File: config.mk
export PLATFORM = sky130hd
export DESIGN_NAME = rbank
export DESIGN_NICKNAME = d
export VERILOG_FILES = /design/src/logic/rbank.sv
export VERILOG_INCLUDE_DIRS = /design/src /design/src/include
export SDC_FILE = /design/constraint.sdc
export NUM_CORES = 2
export LEC_CHECK = 0
export BUFFER_PORTS_ARGS = -buffer_cell sky130_fd_sc_hd__buf_4
export CAP_MARGIN = 20
export CELL_PAD_IN_SITES_DETAIL_PLACEMENT = 1
export CELL_PAD_IN_SITES_GLOBAL_PLACEMENT = 2
export CORE_MARGIN = 8
export CORE_UTILIZATION = 30
export CTS_CLUSTER_DIAMETER = 150
export CTS_CLUSTER_SIZE = 25
export DETAILED_ROUTE_END_ITERATION = 7
export GPL_TIMING_DRIVEN = 1
export PLACE_DENSITY_LB_ADDON = 0.1
export SLEW_MARGIN = 0
export SYNTH_ARGS = -nofsm -noshare
export SYNTH_HDL_FRONTEND = slang
export SYNTH_SLANG_ARGS = --single-unit
File: constraint.sdc
create_clock -name clk_i -period 3.6 [get_ports clk_i]
set_clock_uncertainty 0.2 [all_clocks]
set_input_delay 0.18 -clock clk_i [delete_from_list [all_inputs] [get_ports clk_i]]
set_output_delay 0.18 -clock clk_i [all_outputs]
set_load 0.02 [all_outputs]
File: src/include/cpu_macros.svh
`ifndef CPU_MACROS_SVH
`define CPU_MACROS_SVH

// Datapath word width
`define CPU_DATA_WIDTH 32

// Byte address width for PC and data accesses
`define CPU_ADDR_WIDTH 32

// Register number width for 32 architectural registers
`define CPU_REG_BITS 5

// Instruction memory depth in words
`define CPU_IMEM_WORDS 64

// Data memory depth in words
`define CPU_DMEM_WORDS 64

`endif

File: src/logic/rbank.sv
`timescale 1ns/1ps
`include "cpu_macros.svh"

module rbank (
  input  logic                         clk_i,
  input  logic                         rst_i,
  input  logic                         we_i,
  input  logic [`CPU_REG_BITS-1:0]     wr_reg_i,
  input  logic [`CPU_DATA_WIDTH-1:0]   wr_data_i,
  input  logic [`CPU_REG_BITS-1:0]     rd_reg_a_i,
  input  logic [`CPU_REG_BITS-1:0]     rd_reg_b_i,
  output logic [`CPU_DATA_WIDTH-1:0]   rd_data_a_o,
  output logic [`CPU_DATA_WIDTH-1:0]   rd_data_b_o
);

  logic [`CPU_DATA_WIDTH-1:0] regs [2**`CPU_REG_BITS];

  // A write in the same cycle is visible to decode right away
  function automatic logic [`CPU_DATA_WIDTH-1:0] read_port(
    input logic [`CPU_REG_BITS-1:0] sel
  );
    logic [`CPU_DATA_WIDTH-1:0] val;
    if (sel == '0) begin
      val = '0;
    end else if (we_i && (wr_reg_i == sel)) begin
      val = wr_data_i;
    end else begin
      val = regs[sel];
    end
    return val;
  endfunction

  always_ff @(posedge clk_i) begin
    if (!rst_i) begin
      for (int k = 0; k < 2**`CPU_REG_BITS; k++) begin
        regs[k] <= '0;
      end
    end else if (we_i && (wr_reg_i != '0)) begin
      regs[wr_reg_i] <= wr_data_i;
    end
  end

  always_comb begin
    rd_data_a_o = read_port(rd_reg_a_i);
    rd_data_b_o = read_port(rd_reg_b_i);
  end

  a_r0_zero : assert property (@(posedge clk_i) disable iff (!rst_i) regs[0] == '0)
    else $error("Register zero holds a nonzero value");

endmodule

Word level (Yosys, flattened, before mapping)

Memories as Yosys holds them, arrays and structs flattened.
Index checks and enable logic that the tools add are counted.
Widths: inputs -> output; s select.

Register bits: 0
Memory bits (writable): 1024
Output and inout port bits: 64
Logic and storage cells: 21
Memories kept: 1

Equality and inequality tests: 2
Mux-type cells: 11
Reductions and logical operators: 7

Memory list:

| memory | depth | bits a word | rd ports | clocked after Yosys merged registers in | wr ports | RTL line    | text |
|---|---|---|---|---|---|---|---|
| regs   | 32    | 32          | 2        | 0                                       | 32       | rbank.sv:16 | `` logic [`CPU_DATA_WIDTH-1:0] regs [2**`CPU_REG_BITS]; `` |

Operator list:

| operator          | number |
|---|---|
| $mux 32           | 5 |
| $reduce_or 32->1  | 1 |
| $eq 5x5->1        | 2 |
| $logic_not 5->1   | 2 |
| $mux 1            | 5 |
| $mux 5            | 1 |
| $reduce_bool 5->1 | 1 |
| $logic_and 1x1->1 | 3 |

Depth between registers and ports, before layout

Depth in word-level cells: 7
Mapped depth: 10
Depth with buffers taken out: 5

Least setup slack after synthesis

Ideal clock, no wire load.

Path type: in2reg
From: in wr_reg_i[2]
To: mem regs[10][0] in the netlist's numbering, enable pin
Arrival: 3.272 ns
Required time: 2.934 ns
Setup slack: -0.337 ns
Stages on the path: 4
Path through: buf_2 > or3b_2 > clkbuf_1 > o21ai_0

RTL lines:

| element         | RTL line    | text |
|---|---|---|
| start, declared | rbank.sv:8  | `` input logic [`CPU_REG_BITS-1:0] wr_reg_i, `` |
| end, declared   | rbank.sv:16 |  |

==> flow_summary.ini <==
[setup_path]
critPathRequiredTime_ps = 3220
crit_slowest_cell = mux4_2
crit_arrival_ps = 2780
start_kind = flop
worstPathCellList = mux4_2 > a211oi_1 > o21ai_0 > a32o_1 > buf_4
critPathBufInv = 1
crit_family = compound AO/OA/AOI/OAI gates
critPathMaxFanout = 2
critPathKind = flop to primary output
critPathMaxStageDelay_ps = 500
critPathCaptureType = primary output

[floorplanning]
ios = 114
die_y_um = 445
coreArea_sq_um = 183000
rows = 157
die-area_sq_um = 198000
die_w_um = 445
initial_core_util = 0.302

[cts]
cts_tree = yes
clock_path_buffers = 3
clk_pin_slew_ps = 120
cts-root-buf = clkbuf_16
postCtsSetupRepairBufs = 0
clock-sinks = 1024
cts_buffers = 47
htreeDepth = 2

[finish]
largest_register_ffs = 1024
register_area_sq_um = 30700
drive_gt1_frac = 0.232
area_delta_synth_final_pct = 13.2
top_regs = regs x1024
final_util = 0.342
fillerInstances = 18800
final_common_cell = edfxtp_1
instances_no_fill = 6393
finalNetCount = 3937
largest_register = regs
multi_input_area_sq_um = 23300
layout_common_cells = 1024 x edfxtp_1, 993 x and2_1, 352 x mux4_2

[sta]
slew_headroom = 0.209
max_freq_ghz = 0.316
slew_violations = 0
worst_slew_pin_slew_ps = 1190
fin_crit_ps = 3160
fin_crit_sh = 0.878
final_hold_viol_count = 0
grt_setup_unrepaired = false
setup_violations = 0

[route]
avgRoutedWirePerCell_um = 41.6
drt_iter0_drc = 3776
vias = 36700
drt-total-wl_um = 266000
vias_per_cell = 5.75
ant_nets = 0
drc = 0
drt_first_pass_iters = 5

[synthesis]
synth_warnings = 0
synth.avg_cell_area_sq_um = 14.5
yosysUniqueCellTypes = 56
ys_seq_area_frac = 0.556
synth_area_sq_um = 55300
synth-seq-cells = 1024
syn_inst = 3818

[global_routing]
grt_pass1_vias = 37600
grt_pass1_wl_um = 354000
antenna_found_initial = 33
grt_max_degree = 58
grt_overflow = 0
track_usage = 0.261

[place]
dpl.cell_count = 6270
port_buffers = 113
dp_hpwl_um = 160000
gp_congestion = 0.791

[hold_path]
min-delay-start = wr_reg_i[2]
hold_end = regs[23][31]
min_path_type = input pin to flop
whs_path_depth = 4

[power]
power.leakage_uw = 0.0215
vdd_drop_max_mv = 0.359
p_per_area_nw_per_um2 = 400

[job]
cap_violations = 0

[outcome]
status = finished, final reports clean
[layout make-up]
cell class                 count  share of cell area
antenna                       38             0.00152
clock inverter                 5            0.000860
sequential                  1024               0.491
clock buffer                  48              0.0192
multi-input combinational   2404               0.372
inverter                       3            0.000200
timing repair buffer         407              0.0662
tap                         2464              0.0493
[per-layer routing]
layer | up-vias | GRT usage | share of wire
met4 | 0 | 0.0815 | 0.033
li1 | 14800 | - | -
met1 | 20200 | 0.343 | 0.41
met5 | - | 0 | 0
met2 | 1411 | 0.452 | 0.50
met3 | 331 | 0.0300 | 0.056
[what timing repair did]
item                      4_1_cts  5_1_grt
gates resized for setup         0        0
hold buffers                   32        0
hold endpoints to repair      992        0
[worst max path at each step]
stage	to	slack, ps	depth (start not counted)	start
floorplan	regs[10][0]	-340	4	wr_reg_i[2]
global placement	rd_data_a_o[28]	340	8	rd_reg_a_i[1]
detailed placement	rd_data_a_o[6]	480	7	rd_reg_a_i[1]
CTS	rd_data_a_o[6]	330	5	regs[15][6]
global route	rd_data_a_o[6]	300	5	regs[15][6]
finish	rd_data_a_o[6]	440	5	regs[15][6]
[cell families after synthesis]
logic type / synth area share
other: 0.0000678
DFF: 0.556
AOI/OAI and AO/OA: 0.0647
xor gates and xnor gates: 0.00158
muxes: 0.214
buffers and inverters: 0.0378
and+or+nand+nor: 0.126
[synth_stat cells, drive strengths merged]
master	instances	share of area
a2111oi	12	0.0027
a211o	1	0.00016
a211oi	33	0.0045
a21oi	55	0.0050
a221o	11	0.0020
a221oi	22	0.0035
a22o	12	0.0019
a22oi	105	0.014
a31oi	2	0.00023
a32o	32	0.0058
and2	996	0.11
and3b	1	0.00016
buf	138	0.019
clkbuf	280	0.019
conb	1	0.000068
edfxtp	1024	0.56
inv	3	0.00020
mux2	12	0.0024
mux2i	328	0.059
mux4	370	0.15
nand2	80	0.0054
nand2b	4	0.00045
nand3	10	0.00090
nand3b	4	0.00054
nand4	3	0.00034
nand4b	1	0.00016
nor2	43	0.0029
nor2b	5	0.00057
nor3	2	0.00038
nor3b	2	0.00027
nor4	1	0.00011
nor4b	1	0.00016
o211a	1	0.00018
o211ai	11	0.0015
o21a	2	0.00027
o21ai	96	0.0087
o221a	19	0.0039
o221ai	38	0.0060
o22ai	37	0.0042
or2	3	0.00034
or3	4	0.00045
or3b	3	0.00048
xnor2	10	0.0016
[through the flow]
step | power, uW | worst slack, ps | TNS (ps) | cell area (sq um) | hold WS (ps)
CTS | 25300 | 326 | 0 | 62500 | 114
global placement | 18700 | 342 | 0 | 60900 | 528
detailed placement | 18700 | 475 | 0 | 60900 | 537
finish | 25100 | 440 | 0 | 62600 | 153
global route | 25800 | 296 | 0 | 62500 | 161
floorplan | 16600 | -337 | -253920 | 55400 | 178
[where the power goes]
part           switching [uW]  internal, uW  total (uW)  leakage, uW
combinational            2700          1640        4340       0.0111
sequential                341         13800       14100      0.00975
clock                    4200          2430        6630     0.000616
[worst min-delay path, cell delays in order]
cell	delay [ps]
buf_4	160
nand3b_1	100
buf_4	270
o21ai_4	160
Note: power is estimated with default switching activity, not from simulation.
