===== src/include/cpu_macros.svh =====
`ifndef CPU_MACROS_SVH
`define CPU_MACROS_SVH

// Datapath word width
`define CPU_DATA_WIDTH 32

// Byte address width for PC and data accesses
`define CPU_ADDR_WIDTH 32

// Register number width for 32 architectural registers
`define CPU_REG_BITS 5

// Instruction memory depth in words
`define CPU_IMEM_WORDS 64

// Data memory depth in words
`define CPU_DMEM_WORDS 64

`endif


===== src/logic/cpu_pkg.sv =====
`include "cpu_macros.svh"

package cpu_pkg;

  typedef enum logic [5:0] {
    NOP  = 6'd0,
    ADD  = 6'd1,
    SUB  = 6'd2,
    AND  = 6'd3,
    OR   = 6'd4,
    ADDI = 6'd5,
    LW   = 6'd6,
    SW   = 6'd7,
    BEQ  = 6'd8,
    JMP  = 6'd9
  } opcode_e;

  // Register format where rd = ra op rb
  typedef struct packed {
    opcode_e                   opcode;
    logic [`CPU_REG_BITS-1:0]  rd;
    logic [`CPU_REG_BITS-1:0]  ra;
    logic [`CPU_REG_BITS-1:0]  rb;
    logic [10:0]               unused;
  } instr_r_t;

  // Immediate format where SW and BEQ carry their rb in the rd slot
  typedef struct packed {
    opcode_e                   opcode;
    logic [`CPU_REG_BITS-1:0]  rd;
    logic [`CPU_REG_BITS-1:0]  ra;
    logic signed [15:0]        imm;
  } instr_i_t;

  typedef union packed {
    instr_r_t rtype;
    instr_i_t itype;
  } instruction_u;

  typedef struct packed {
    logic [`CPU_ADDR_WIDTH-1:0] pc;
    opcode_e                    opcode;
    logic [`CPU_DATA_WIDTH-1:0] reg_a_data;
    logic [`CPU_DATA_WIDTH-1:0] reg_b_data;
    logic [`CPU_DATA_WIDTH-1:0] immediate;
    logic [`CPU_REG_BITS-1:0]   wr_reg;
    logic                       wr_en;
  } dec_alu_t;

  typedef struct packed {
    logic [`CPU_ADDR_WIDTH-1:0] pc;
    opcode_e                    opcode;
    logic [`CPU_DATA_WIDTH-1:0] alu_result;
    logic [`CPU_DATA_WIDTH-1:0] store_data;
    logic [`CPU_REG_BITS-1:0]   wr_reg;
    logic                       wr_en;
    logic                       is_load;
    logic                       is_store;
  } alu_mem_t;

  typedef struct packed {
    logic [`CPU_ADDR_WIDTH-1:0] pc;
    logic [`CPU_DATA_WIDTH-1:0] alu_result;
    logic [`CPU_DATA_WIDTH-1:0] load_data;
    logic [`CPU_REG_BITS-1:0]   wr_reg;
    logic                       wr_en;
    logic                       is_load;
    logic                       is_store;
    logic [`CPU_DATA_WIDTH-1:0] store_data;
  } mem_wb_t;

  typedef struct packed {
    logic [`CPU_ADDR_WIDTH-1:0] pc;
    logic                       wr_en;
    logic [`CPU_REG_BITS-1:0]   wr_reg;
    logic [`CPU_DATA_WIDTH-1:0] wr_data;
    logic                       is_store;
    logic [`CPU_ADDR_WIDTH-1:0] store_addr;
    logic [`CPU_DATA_WIDTH-1:0] store_data;
  } retire_t;

endpackage


===== src/logic/mem_stage.sv =====
`timescale 1ns/1ps
`include "cpu_macros.svh"

module mem_stage (
  input  logic                         clk_i,
  input  logic                         rst_i,
  input  logic                         valid_i,
  input  cpu_pkg::alu_mem_t            req_i,
  output logic [`CPU_DATA_WIDTH-1:0]   load_data_o
);

  localparam int DMEM_AW = $clog2(`CPU_DMEM_WORDS);

  logic [`CPU_DATA_WIDTH-1:0] dmem [`CPU_DMEM_WORDS];
  logic [DMEM_AW-1:0]         word_idx;

  // Byte address to word index
  assign word_idx = req_i.alu_result[DMEM_AW+1:2];

  always_ff @(posedge clk_i) begin
    if (!rst_i) begin
      for (int k = 0; k < `CPU_DMEM_WORDS; k++) begin
        dmem[k] <= '0;
      end
    end else if (valid_i && req_i.is_store) begin
      dmem[word_idx] <= req_i.store_data;
    end
  end

  // Load data is ready in the same cycle and gets captured in M/W
  assign load_data_o = dmem[word_idx];

  a_dmem_range : assert property (
    @(posedge clk_i) disable iff (!rst_i)
    valid_i && (req_i.is_load || req_i.is_store)
      |-> (req_i.alu_result >> 2) < `CPU_DMEM_WORDS
  ) else $error("Data access outside memory at address %h", req_i.alu_result);

endmodule


===== config.mk =====
export PLATFORM = sky130hd
export DESIGN_NAME = mem_stage
export DESIGN_NICKNAME = d
export VERILOG_FILES = /design/src/logic/cpu_pkg.sv /design/src/logic/mem_stage.sv
export VERILOG_INCLUDE_DIRS = /design/src /design/src/include
export SDC_FILE = /design/constraint.sdc
export NUM_CORES = 2
export LEC_CHECK = 0
export CAP_MARGIN = 20
export CORE_MARGIN = 2
export CORE_UTILIZATION = 51
export CTS_CLUSTER_SIZE = 28
export DETAILED_ROUTE_END_ITERATION = 8
export DONT_BUFFER_PORTS = 1
export MAX_ROUTING_LAYER = met4
export PLACE_DENSITY_LB_ADDON = 0.15
export SYNTH_ARGS = -nofsm -noshare
export SYNTH_HDL_FRONTEND = slang
export SYNTH_SLANG_ARGS = --single-unit

===== constraint.sdc =====
create_clock -name clk_i -period 5 [get_ports clk_i]
set_clock_uncertainty 0.05 [all_clocks]
set_input_delay 0.5 -clock clk_i [delete_from_list [all_inputs] [get_ports clk_i]]
set_output_delay 0.5 -clock clk_i [all_outputs]
set_load 0.03 [all_outputs]

## Yosys cells after proc, flatten, opt, wreduce, memory -nomap -nowiden

Memories as Yosys holds them, arrays and structs flattened.
Cells that the tools add are included.

| storage, ports and cells | value |
|---|---|
| register bits after elaboration | 0 |
| memory bits (writable) | 2048 |
| input port bits | 113 |
| logic and storage cells | 10 |
| memories kept | 1 |

Memories:

| memory | depth | width | rd ports | clocked after Yosys merged registers in | wr ports | RTL line | RTL |
|---|---|---|---|---|---|---|---|
| dmem | 64 | 32 | 1 | 0 | 64 | mem_stage.sv:14 | `` logic [`CPU_DATA_WIDTH-1:0] dmem [`CPU_DMEM_WORDS]; `` |

| operators by class | value |
|---|---|
| muxes and demuxes | 7 |
| reductions and logical operators | 2 |

Operator list:

| kind | number |
|---|---|
| $mux 32 | 1 |
| $reduce_or 32->1 | 1 |
| $mux 6 | 1 |
| $mux 1 | 5 |
| $logic_and 1x1->1 | 1 |

## Longest topological paths before layout

| logic depth | value |
|---|---|
| word-level depth | 6 |
| mapped depth | 12 |

## Least setup slack after synthesis

Ideal clock, no wire load.

| timing path | value |
|---|---|
| kind | input to register |
| start point | input port req_i[44] in the netlist's numbering |
| end point | memory dmem[0][0] in the netlist's numbering (enable) |
| library setup time | 0.466 ns |
| arrival time | 3.933 ns |
| required time | 4.484 ns |
| slack | 0.552 ns |
| stages on the path | 7 |
| buffers on the path | 4 |
| cell sequence | buf_6 buf_6 buf_2 nor3_2 nand2_1 clkbuf_1 o21ai_0 |

RTL lines:

| item | RTL line | RTL |
|---|---|---|
| start: declaration | mem_stage.sv:8 | `input cpu_pkg::alu_mem_t req_i,` |
| end: declaration | mem_stage.sv:14 |  |

## Final worst setup path

| timing path | value |
|---|---|
| start point | input port req_i[43] in the netlist's numbering |
| end point | output port load_data_o[28] |

| between the ends | value |
|---|---|
| word-level cells in the longest chain between the ends | 1 |

Ends and longest elaborated chain:

| item | RTL line | RTL |
|---|---|---|
| $mem_v2 64x32 | - |  |
| end: declaration | mem_stage.sv:9 | `` output logic [`CPU_DATA_WIDTH-1:0] load_data_o `` |

No other way between the ends.

==> results.ini <==
[global_routing]
first_global_vias = 58200
grt_max_degree = 360
grt_overflow = 0
grt_pass1_wl_mm = 446
grt_use_total = 0.353
antenna_found_initial = 33

[critical_path]
endpoint_kind = output port
worstPathRequired_ps = 4450
path_class = input port to output port
path_cells = nor2b_4 -> buf_12 -> a22oi_1 -> o22ai_1 -> a21oi_1 -> nand4_1 -> buf_4 -> or3_1
crit_fanout = 320
cp_top_family = simple AND/OR/NAND/NOR gates
crit_slowest_cell = nor2b_4
max_stage_delay_ps = 1310
cp.arrival_ps = 4410
worstSetupStartpointType = input port
critPathBufInv = 2

[yosys]
synth_area_per_cell_um2 = 13.4
synth-edff-count = 2048
yosys.area.top_type = edfxtp_1
yosysWarnings = 0
seq_area_frac_synth = 0.666
synth_top_area_frac = 0.666
synthFlopType = edfxtp_1
synthArstFlopShare = 0
syn_inst = 6910
synth_cell_type_count = 59
ys_top_cells_by_area = edfxtp_1 67%, and2_1 14%, a221oi_1 4.4%, clkbuf_1 2.2%, a22oi_1 1.8%
syn-cell-area_um2 = 92400
synth-seq-cells = 2048
syn-num-nets = 7023

[power]
peakVddDrop_uv = 410
powerDensity_nw_per_um2 = 369
leakage_nw = 35.6

[finish]
largest_reg_flops = 2048
final_common_cell = and2_1
drive_gt1_frac = 0.132
regMostFlops = dmem
final_cell_mix = 2049 x and2_1, 2048 x edfxtp_1, 469 x a221oi_1
reg_top3 = dmem x2048
areaGrowthSynthToFinish_pct = 12.2
fin_nets = 6816

[drt]
ant_nets = 0
drt-pass1-iter-count = 7
totalWireLength_mm = 318
drc_errors = 0
viasPerCell = 6.55
wl_per_cell_um = 34.3
drt_iter0_drc = 9404
routed-via-count = 60800

[timing]
slew_headroom = 0.127
setup_tns_ps = 0
whs_ps = 52.8
period_share = 0.993
max_freq_mhz = 201
worst_pin_slew_ps = 1310
report.final.slew_viol_count = 0
final-setup-viol-count = 0
final.min_clock_period_ps = 4960
grt_setup_unrepaired = false
hold_viol = 0

[clocking]
clk_pin_slew_ps = 60
clock-sinks = 2048
cts_made_buffers = 209
cts_root_buffer = clkbuf_16
clock_path_buffers = 3
cts_tree = done
cts-resized-gates = 0
h-tree-depth = 4

[floorplanning]
row_count = 156
dieArea_um2 = 185000
fp.coreArea_um2 = 180000
pin_count = 145
die_w_um = 430
start_util = 0.512
dieHeight_um = 430

[placed_design]
dp_hpwl_mm = 178
gp_congestion = 0.937
port_buffers = 0

[job]
maxCapViolations = 0

[outcome]
status = completed

[hold_path]
hp-class = input port to register

[synthesized netlist by cell type (all sizes together), types with 27 or more instances]
cell,n
mux2i,146
nor3,38
a221oi,469
a21oi,81
a22o,50
edfxtp,2048
mux4,27
o21ai,205
buf,237
nand2,82
nor2,279
and2,2052
o22ai,96
clkbuf,534
mux2,98
a22oi,224
[worst paths after layout]
path  startpoint  cells after the start  slack [ps]               to
max    req_i[43]                      8          40  load_data_o[28]
min    req_i[24]                      2          50     dmem[20][16]
[metrics by stage]
step	std cells	total power, mW	util	area (um^2)	setup slack, ps
6_report	9279	38.3	0.575	104000	36.2
5_1_grt	9272	39.1	0.575	104000	368
4_1_cts	9240	38.3	0.574	104000	729
3_5_place_dp	8828	22.9	0.533	96100	786
3_3_place_gp	8825	22.8	0.533	96100	741
2_1_floorplan	6910	21.9	-	92400	552
[cells by family after synthesis]
| family | after synthesis | share of synthesized area |
|---|---|---|
| buffers and inverters | 775 | 0.0346 |
| DFF | 2048 | 0.666 |
| AOI/OAI and AO/OA | 1266 | 0.102 |
| and+or+nand+nor | 2550 | 0.163 |
| muxes | 271 | 0.0344 |
[power breakdown]
group          leakage [nW]  switching (mW)  internal (mW)
clock network          3.18            6.78           8.50
registers              19.4           0.232           19.7
logic                  13.0            2.20          0.859
[metal layers]
layer | routed length, um | GRT usage
met4 | 17800 | 0.185
met2 | 144000 | 0.517
met3 | 35700 | 0.0731
met5 | 0 | -
met1 | 120000 | 0.465
[area by class of cell]
type | instances | area [um^2]
clock inverters | 109 | 1000
clock buffers | 269 | 5520
diodes | 39 | 97.6
flip-flops and latches | 2048 | 61500
fillers | 14200 | 76700
well taps | 2370 | 2970
repair buffers | 353 | 3850
multi-input cells | 4087 | 28700
inverters | 4 | 25.0
[repair_timing]
action | in CTS | in global routing
endpoints found under the hold margin | 2085 | 0
hold buffers | 34 | 0
setup buffers | 0 | 0
Power figures use the tool's default switching activity.
