File: src/include/cpu_macros.svh
`ifndef CPU_MACROS_SVH
`define CPU_MACROS_SVH

// Datapath word width
`define CPU_DATA_WIDTH 32

// Byte address width for PC and data accesses
`define CPU_ADDR_WIDTH 32

// Register number width for 32 architectural registers
`define CPU_REG_BITS 5

// Instruction memory depth in words
`define CPU_IMEM_WORDS 64

// Data memory depth in words
`define CPU_DMEM_WORDS 64

`endif

File: src/logic/cpu_pkg.sv
`include "cpu_macros.svh"

package cpu_pkg;

  typedef enum logic [5:0] {
    NOP  = 6'd0,
    ADD  = 6'd1,
    SUB  = 6'd2,
    AND  = 6'd3,
    OR   = 6'd4,
    ADDI = 6'd5,
    LW   = 6'd6,
    SW   = 6'd7,
    BEQ  = 6'd8,
    JMP  = 6'd9
  } opcode_e;

  // Register format where rd = ra op rb
  typedef struct packed {
    opcode_e                   opcode;
    logic [`CPU_REG_BITS-1:0]  rd;
    logic [`CPU_REG_BITS-1:0]  ra;
    logic [`CPU_REG_BITS-1:0]  rb;
    logic [10:0]               unused;
  } instr_r_t;

  // Immediate format where SW and BEQ carry their rb in the rd slot
  typedef struct packed {
    opcode_e                   opcode;
    logic [`CPU_REG_BITS-1:0]  rd;
    logic [`CPU_REG_BITS-1:0]  ra;
    logic signed [15:0]        imm;
  } instr_i_t;

  typedef union packed {
    instr_r_t rtype;
    instr_i_t itype;
  } instruction_u;

  typedef struct packed {
    logic [`CPU_ADDR_WIDTH-1:0] pc;
    opcode_e                    opcode;
    logic [`CPU_DATA_WIDTH-1:0] reg_a_data;
    logic [`CPU_DATA_WIDTH-1:0] reg_b_data;
    logic [`CPU_DATA_WIDTH-1:0] immediate;
    logic [`CPU_REG_BITS-1:0]   wr_reg;
    logic                       wr_en;
  } dec_alu_t;

  typedef struct packed {
    logic [`CPU_ADDR_WIDTH-1:0] pc;
    opcode_e                    opcode;
    logic [`CPU_DATA_WIDTH-1:0] alu_result;
    logic [`CPU_DATA_WIDTH-1:0] store_data;
    logic [`CPU_REG_BITS-1:0]   wr_reg;
    logic                       wr_en;
    logic                       is_load;
    logic                       is_store;
  } alu_mem_t;

  typedef struct packed {
    logic [`CPU_ADDR_WIDTH-1:0] pc;
    logic [`CPU_DATA_WIDTH-1:0] alu_result;
    logic [`CPU_DATA_WIDTH-1:0] load_data;
    logic [`CPU_REG_BITS-1:0]   wr_reg;
    logic                       wr_en;
    logic                       is_load;
    logic                       is_store;
    logic [`CPU_DATA_WIDTH-1:0] store_data;
  } mem_wb_t;

  typedef struct packed {
    logic [`CPU_ADDR_WIDTH-1:0] pc;
    logic                       wr_en;
    logic [`CPU_REG_BITS-1:0]   wr_reg;
    logic [`CPU_DATA_WIDTH-1:0] wr_data;
    logic                       is_store;
    logic [`CPU_ADDR_WIDTH-1:0] store_addr;
    logic [`CPU_DATA_WIDTH-1:0] store_data;
  } retire_t;

endpackage

File: src/logic/alu_stage.sv
`timescale 1ns/1ps
`include "cpu_macros.svh"

module alu_stage (
  input  logic                         valid_i,
  input  cpu_pkg::dec_alu_t            dec_i,
  output cpu_pkg::alu_mem_t            res_o,
  output logic                         redirect_o,
  output logic [`CPU_ADDR_WIDTH-1:0]   target_o
);

  logic [`CPU_DATA_WIDTH-1:0] sum_imm;
  logic [`CPU_ADDR_WIDTH-1:0] imm_bytes;
  logic                       taken;

  assign sum_imm   = dec_i.reg_a_data + dec_i.immediate;
  // Branch and jump offsets count words
  assign imm_bytes = {dec_i.immediate[`CPU_ADDR_WIDTH-3:0], 2'b00};

  always_comb begin
    res_o.pc         = dec_i.pc;
    res_o.opcode     = dec_i.opcode;
    res_o.store_data = dec_i.reg_b_data;
    res_o.wr_reg     = dec_i.wr_reg;
    res_o.wr_en      = dec_i.wr_en;
    res_o.is_load    = 1'b0;
    res_o.is_store   = 1'b0;
    res_o.alu_result = '0;
    taken            = 1'b0;
    target_o         = imm_bytes;
    case (dec_i.opcode)
      cpu_pkg::ADD:  res_o.alu_result = dec_i.reg_a_data + dec_i.reg_b_data;
      cpu_pkg::SUB:  res_o.alu_result = dec_i.reg_a_data - dec_i.reg_b_data;
      cpu_pkg::AND:  res_o.alu_result = dec_i.reg_a_data & dec_i.reg_b_data;
      cpu_pkg::OR:   res_o.alu_result = dec_i.reg_a_data | dec_i.reg_b_data;
      cpu_pkg::ADDI: res_o.alu_result = sum_imm;
      cpu_pkg::LW: begin
        res_o.alu_result = sum_imm;
        res_o.is_load    = 1'b1;
      end
      cpu_pkg::SW: begin
        res_o.alu_result = sum_imm;
        res_o.is_store   = 1'b1;
      end
      cpu_pkg::BEQ: begin
        taken    = (dec_i.reg_a_data == dec_i.reg_b_data);
        target_o = dec_i.pc + 4 + imm_bytes;
      end
      cpu_pkg::JMP: taken = 1'b1;
      default: res_o.alu_result = '0;
    endcase
  end

  // Bubbles must never steer the fetch
  assign redirect_o = valid_i && taken;

endmodule

File: config.mk
export PLATFORM = sky130hd
export DESIGN_NAME = alu_stage
export DESIGN_NICKNAME = d
export VERILOG_FILES = /design/src/logic/cpu_pkg.sv /design/src/logic/alu_stage.sv
export VERILOG_INCLUDE_DIRS = /design/src /design/src/include
export SDC_FILE = /design/constraint.sdc
export NUM_CORES = 1
export LEC_CHECK = 0
export BUFFER_PORTS_ARGS = -buffer_cell sky130_fd_sc_hd__buf_2
export CAP_MARGIN = 5
export CORE_MARGIN = 2
export CORE_UTILIZATION = 45
export DETAILED_ROUTE_END_ITERATION = 6
export PLACE_DENSITY_LB_ADDON = 0.05
export SLEW_MARGIN = 40
export SYNTH_ARGS = -nofsm -noshare
export SYNTH_HDL_FRONTEND = slang
export SYNTH_SLANG_ARGS = --single-unit
File: constraint.sdc
create_clock -name vclk -period 9.98
set_clock_uncertainty 0.05 [all_clocks]
set_input_delay 1.996 -clock vclk [all_inputs]
set_output_delay 1.996 -clock vclk [all_outputs]
set_load 0.03 [all_outputs]
== Yosys cells after proc, flatten, opt, wreduce, memory -nomap -nowiden ==
Cells that the tools add are included.

* Add/subtract/negate cells: 5
* Equality and inequality tests: 10
* Multiplexer cells: 5
* Bitwise logic cells: 2
* Reductions and logical operators: 2

{| class="wikitable"
|+ Operators with widths
! kind !! count
|-
| $pmux 32 s5 || 1
|-
| $add 32x32->32 || 3
|-
| $add 32x3->32 const B || 1
|-
| $and 32x32->32 || 1
|-
| $eq 32x32->1 || 1
|-
| $mux 32 || 1
|-
| $or 32x32->32 || 1
|-
| $sub 32x32->32 || 1
|-
| $eq 6x3->1 const B || 4
|-
| $eq 6x2->1 const B || 2
|-
| $eq 6x4->1 const B || 2
|-
| $eq 6x1->1 const B || 1
|-
| $reduce_or 3->1 || 1
|-
| $mux 1 || 2
|-
| $pmux 1 s2 || 1
|-
| $logic_and 1x1->1 || 1
|}

* Register bits: 0
* Input port bits: 141
* Output and inout port bits: 143
* Word-level logic and storage cells: 24

== Depth between registers and ports, before layout ==
* Word-level depth: 3
* Gate-level depth with buffers: 18
* Gate-level depth less buffers: 17

== Worst setup path before layout ==
OpenSTA, ideal clock, no wires.

* Path kind: input-to-output
* From: input dec_i[105] (netlist bit)
* To: output res_o[70] (netlist bit)
* Data arrival time: 5.843 ns
* Required time: 7.934 ns
* Setup slack: 2.091 ns
* Cell stages on the path: 17
* Buffers on the path: 1
* Path through: nor3_1 nand2_1 nor2_1 clkbuf_1 o21ai_0 ha_1 fa_1 nand3_1 nand2_1 a21oi_2 o31ai_2 o31ai_4 a311oi_2 a221o_1 a31oi_1 xor2_1 o21ai_1

{| class="wikitable"
|+ RTL lines
! item !! RTL line !! text
|-
| start: declaration || alu_stage.sv:6 || <nowiki>input cpu_pkg::dec_alu_t dec_i,</nowiki>
|-
| end: declaration || alu_stage.sv:7 || <nowiki>output cpu_pkg::alu_mem_t res_o,</nowiki>
|}

==> impl_summary.md <==
Run status
The run finished with clean final reports.

STA
The headroom to the max-slew limit is 45.3%. Setup repair after global routing left no endpoint under its margin. Of the available clock period, the critical path in the final layout requires 86.5%. The number of pins with negative max-slew slack in the final report is 0. The final-report hold violation count came to 0. The clock period minus worst slack is 8.63 ns.

In the post-route analysis, the smallest setup slack over all paths is 1.35 ns. Timing would allow up to 116 MHz. Hold is met by 3.94 ns.

The number of setup violations in the final report is 0. The actual transition at the worst max-transition pin is 0.821 ns. The setup total negative slack is 0 ns.

Yosys
The sequential cell area fraction in the yosys report is 0%. The synthesized netlist occupies a cell area of 7860 um2. The number of instances in the synthesized netlist is 1115. In this run the mean area of a mapped cell was 7.05 um2. Ranked by total cell area, the synthesized netlist is headed by sky130_fd_sc_hd__ha_1 30%, sky130_fd_sc_hd__buf_4 7.3%, sky130_fd_sc_hd__o21ai_0 5.7%. The cell taking the most area after synthesis is sky130_fd_sc_hd__ha_1. The count of unique library cells instantiated by Yosys is 74. The synthesized design devotes to its leading area cell type 30.3% of total area. The total number of yosys warnings is 0. The post-synthesis net count is 1449.

Route
The number of optimization iterations in the first detailed-route pass is 5. In the final routed layout, each cell accounts on average for 16.3 um. After detailed routing, the number of vias per cell comes to 5.49. After detailed routing, the number of remaining DRC violations is 0.

Summing over every cut layer, the via total after detailed routing is 8324. The total detailed-routing wirelength is 24.7 mm. The remaining antenna violation count after routing is 0. After the first detailed-routing iteration, the DRC count stood at 289.

GRT
The number of antenna violations at the first check in global routing is 1. The global router's overall resource usage is 25.2%. The via count of the first global-routing pass is 7519. The aggregate global routing overflow is 0. The maximum number of pins on one net before global-route repair is 55. The first-pass GRT wire length is 38.0 mm.

Floorplan
Pin placement for this block handled 284 I/O pins. The floorplan die area is 18500 um2. The die is 136 um wide. The die outline height is 136 um. After floorplanning, the core was divided into 48 placement rows.

Once the floorplan was initialized, standard cells occupied 45.7% of the core. The core area is 17200 um2.

Power
The leakage power summed over all cells is 0.00485 uW. The worst voltage drop across the vdd grid is 34.8 uV. Power spread over the standard cell area amounts to 60.8 nW/um2.

Worst setup path
The highest net fanout along the worst path is 31. The data required time of the critical path is 7.93 ns. The arrival time at the worst endpoint is 6.58 ns. The setup path with the least slack is of type in -> out. The startpoint class of the critical path is a primary input. STA classifies the critical path endpoint as a primary output.

Clock tree
Buffers added to address setup during post-CTS repair amount to 0. The number of gates resized after cts is 0. The number of buffers added to fix hold violations after cts is 0.

Finish
The storage element area is 0 um2. The area taken by multi-input logic gates is 6830 um2. There are 0 flip-flops and latches. The antenna diode instance count is 0. Compared with the post-synthesis result, the final layout area differs by 13.8%. The number of nets in the layout is 1627. The clock tree buffer count of the final layout is 0. Cells with a size suffix above 1 make up 23.9% of the layout. The number of fillers in the final layout is 1829.

Place
The worst slack after detailed placement is 1.37 ns. After legalization and detailed placement, the total HPWL measured 20.8 mm. Input and output buffers added on the ports amount to 272.

The global placement routability congestion is 0.917.

Min path
The path with the worst hold slack has its endpoint at res_o[4]. Counting instances, the worst hold path has a depth of 0. The path class of the tightest hold or removal check is in -> out. In this run the most critical hold path is launched from dec_i[2].

Run
Across the run, the number of max-cap violations was 0.
-- per-stage QoR --
step	util [%]	instances	area (um2)	power, uW
6_report	52.1	1516	8940	543
5_1_grt	52.1	1516	8940	601
4_1_cts	52.1	1516	8940	541
3_5_place_dp	52.1	1516	8940	538
3_3_place_gp	51.8	1515	8900	536
2_1_floorplan	-	1115	7860	410
-- worst max-delay path by stage --
stage	endpoint	slack, ns	cells past startpoint	from
after floorplan	res_o[70]	2.09	17	dec_i[105]
after global placement	res_o[70]	1.52	18	dec_i[105]
after detailed placement	res_o[70]	1.37	18	dec_i[105]
after CTS	res_o[70]	1.35	18	dec_i[105]
after global routing	res_o[70]	1.0	18	dec_i[105]
final	res_o[70]	1.35	18	dec_i[105]
-- worst max-delay path, cell delays in order --
cell and delay, ns:
sky130_fd_sc_hd__buf_2 0.11, sky130_fd_sc_hd__nor3_1 0.64, sky130_fd_sc_hd__nand2_1 0.19, sky130_fd_sc_hd__nor2_4 0.54
sky130_fd_sc_hd__o21ai_0 0.17, sky130_fd_sc_hd__ha_1 0.26, sky130_fd_sc_hd__fa_1 0.44, sky130_fd_sc_hd__nand3_1 0.11
sky130_fd_sc_hd__nand2_1 0.12, sky130_fd_sc_hd__a21oi_2 0.28, sky130_fd_sc_hd__o31ai_2 0.15, sky130_fd_sc_hd__o31ai_4 0.30
sky130_fd_sc_hd__a311oi_2 0.23, sky130_fd_sc_hd__a221o_1 0.40, sky130_fd_sc_hd__a31oi_1 0.22, sky130_fd_sc_hd__xor2_1 0.16
sky130_fd_sc_hd__o21ai_1 0.06, sky130_fd_sc_hd__buf_2 0.19
-- power breakdown --
| part | switching, uW | internal (uW) |
|---|---|---|
| Combinational | 334 | 210 |
| Sequential | 0 | 0 |
| Clock | 0 | 0 |
| Total | 334 | 210 |
-- area by class of cell --
| class | count | area share (%) |
|---|---|---|
| multi-input cells | 906 | 76.4 |
| inverters | 106 | 4.45 |
| repair buffers | 279 | 16.0 |
| well taps | 225 | 3.15 |
-- Yosys cell counts, types with 18 or more instances --
cell,n
sky130_fd_sc_hd__o21ai_1,20
sky130_fd_sc_hd__xnor2_1,49
sky130_fd_sc_hd__a21o_1,27
sky130_fd_sc_hd__o21bai_1,22
sky130_fd_sc_hd__nand2_1,95
sky130_fd_sc_hd__inv_1,105
sky130_fd_sc_hd__ha_1,190
sky130_fd_sc_hd__xor2_1,27
sky130_fd_sc_hd__nand3_1,18
sky130_fd_sc_hd__buf_4,76
sky130_fd_sc_hd__clkbuf_1,27
sky130_fd_sc_hd__o21ai_0,90
sky130_fd_sc_hd__a21oi_1,85
sky130_fd_sc_hd__nor2_1,85
-- metal layers --
layer	wire length (um)	part of all wire (%)	global-route usage (%)
met5	12	0.049	0
met4	497	2.0	4.57
met1	11400	46	33.9
met2	11600	47	44.7
met3	1200	4.9	1.34
-- layout by cell type (no fill, tap or decap), types with 5 or more instances in the layout --
cell type                  netlist  routed
sky130_fd_sc_hd__nor2b_1         5       5
sky130_fd_sc_hd__o21ai_0        90      90
sky130_fd_sc_hd__o31ai_1        11      11
sky130_fd_sc_hd__a31oi_1         8       8
sky130_fd_sc_hd__o22ai_1         5       5
sky130_fd_sc_hd__xnor2_1        49      49
sky130_fd_sc_hd__inv_1         105     105
sky130_fd_sc_hd__a21o_1         27      27
sky130_fd_sc_hd__nand2_1        95      94
sky130_fd_sc_hd__o21bai_1       22      22
sky130_fd_sc_hd__nor2_1         85      83
sky130_fd_sc_hd__and2_1          4       5
sky130_fd_sc_hd__a211oi_1       10      10
sky130_fd_sc_hd__nand3_1        18      17
sky130_fd_sc_hd__o211ai_1        6       6
sky130_fd_sc_hd__buf_2           0     272
sky130_fd_sc_hd__and3_1          8       8
sky130_fd_sc_hd__a21oi_1        85      85
sky130_fd_sc_hd__nor3_1          9       9
sky130_fd_sc_hd__buf_4          76       6
sky130_fd_sc_hd__o21ai_1        20      20
sky130_fd_sc_hd__nand4_1        10      10
sky130_fd_sc_hd__a221oi_1       16      16
sky130_fd_sc_hd__o221ai_1        9       9
sky130_fd_sc_hd__xor2_1         27      27
sky130_fd_sc_hd__nand2b_1       10      10
sky130_fd_sc_hd__o21a_1          5       5
sky130_fd_sc_hd__ha_1          190     190
-- cells by family after synthesis --
logic type,count (synthesis),share of synthesized area (%)
AOI/OAI and AO/OA,364,30.4
and+or+nand+nor,265,15.4
buffers and inverters,209,13.6
adders and majority gates,193,31.0
xor gates and xnor gates,76,8.47
muxes,8,1.08
Power figures use the tool's default switching activity.
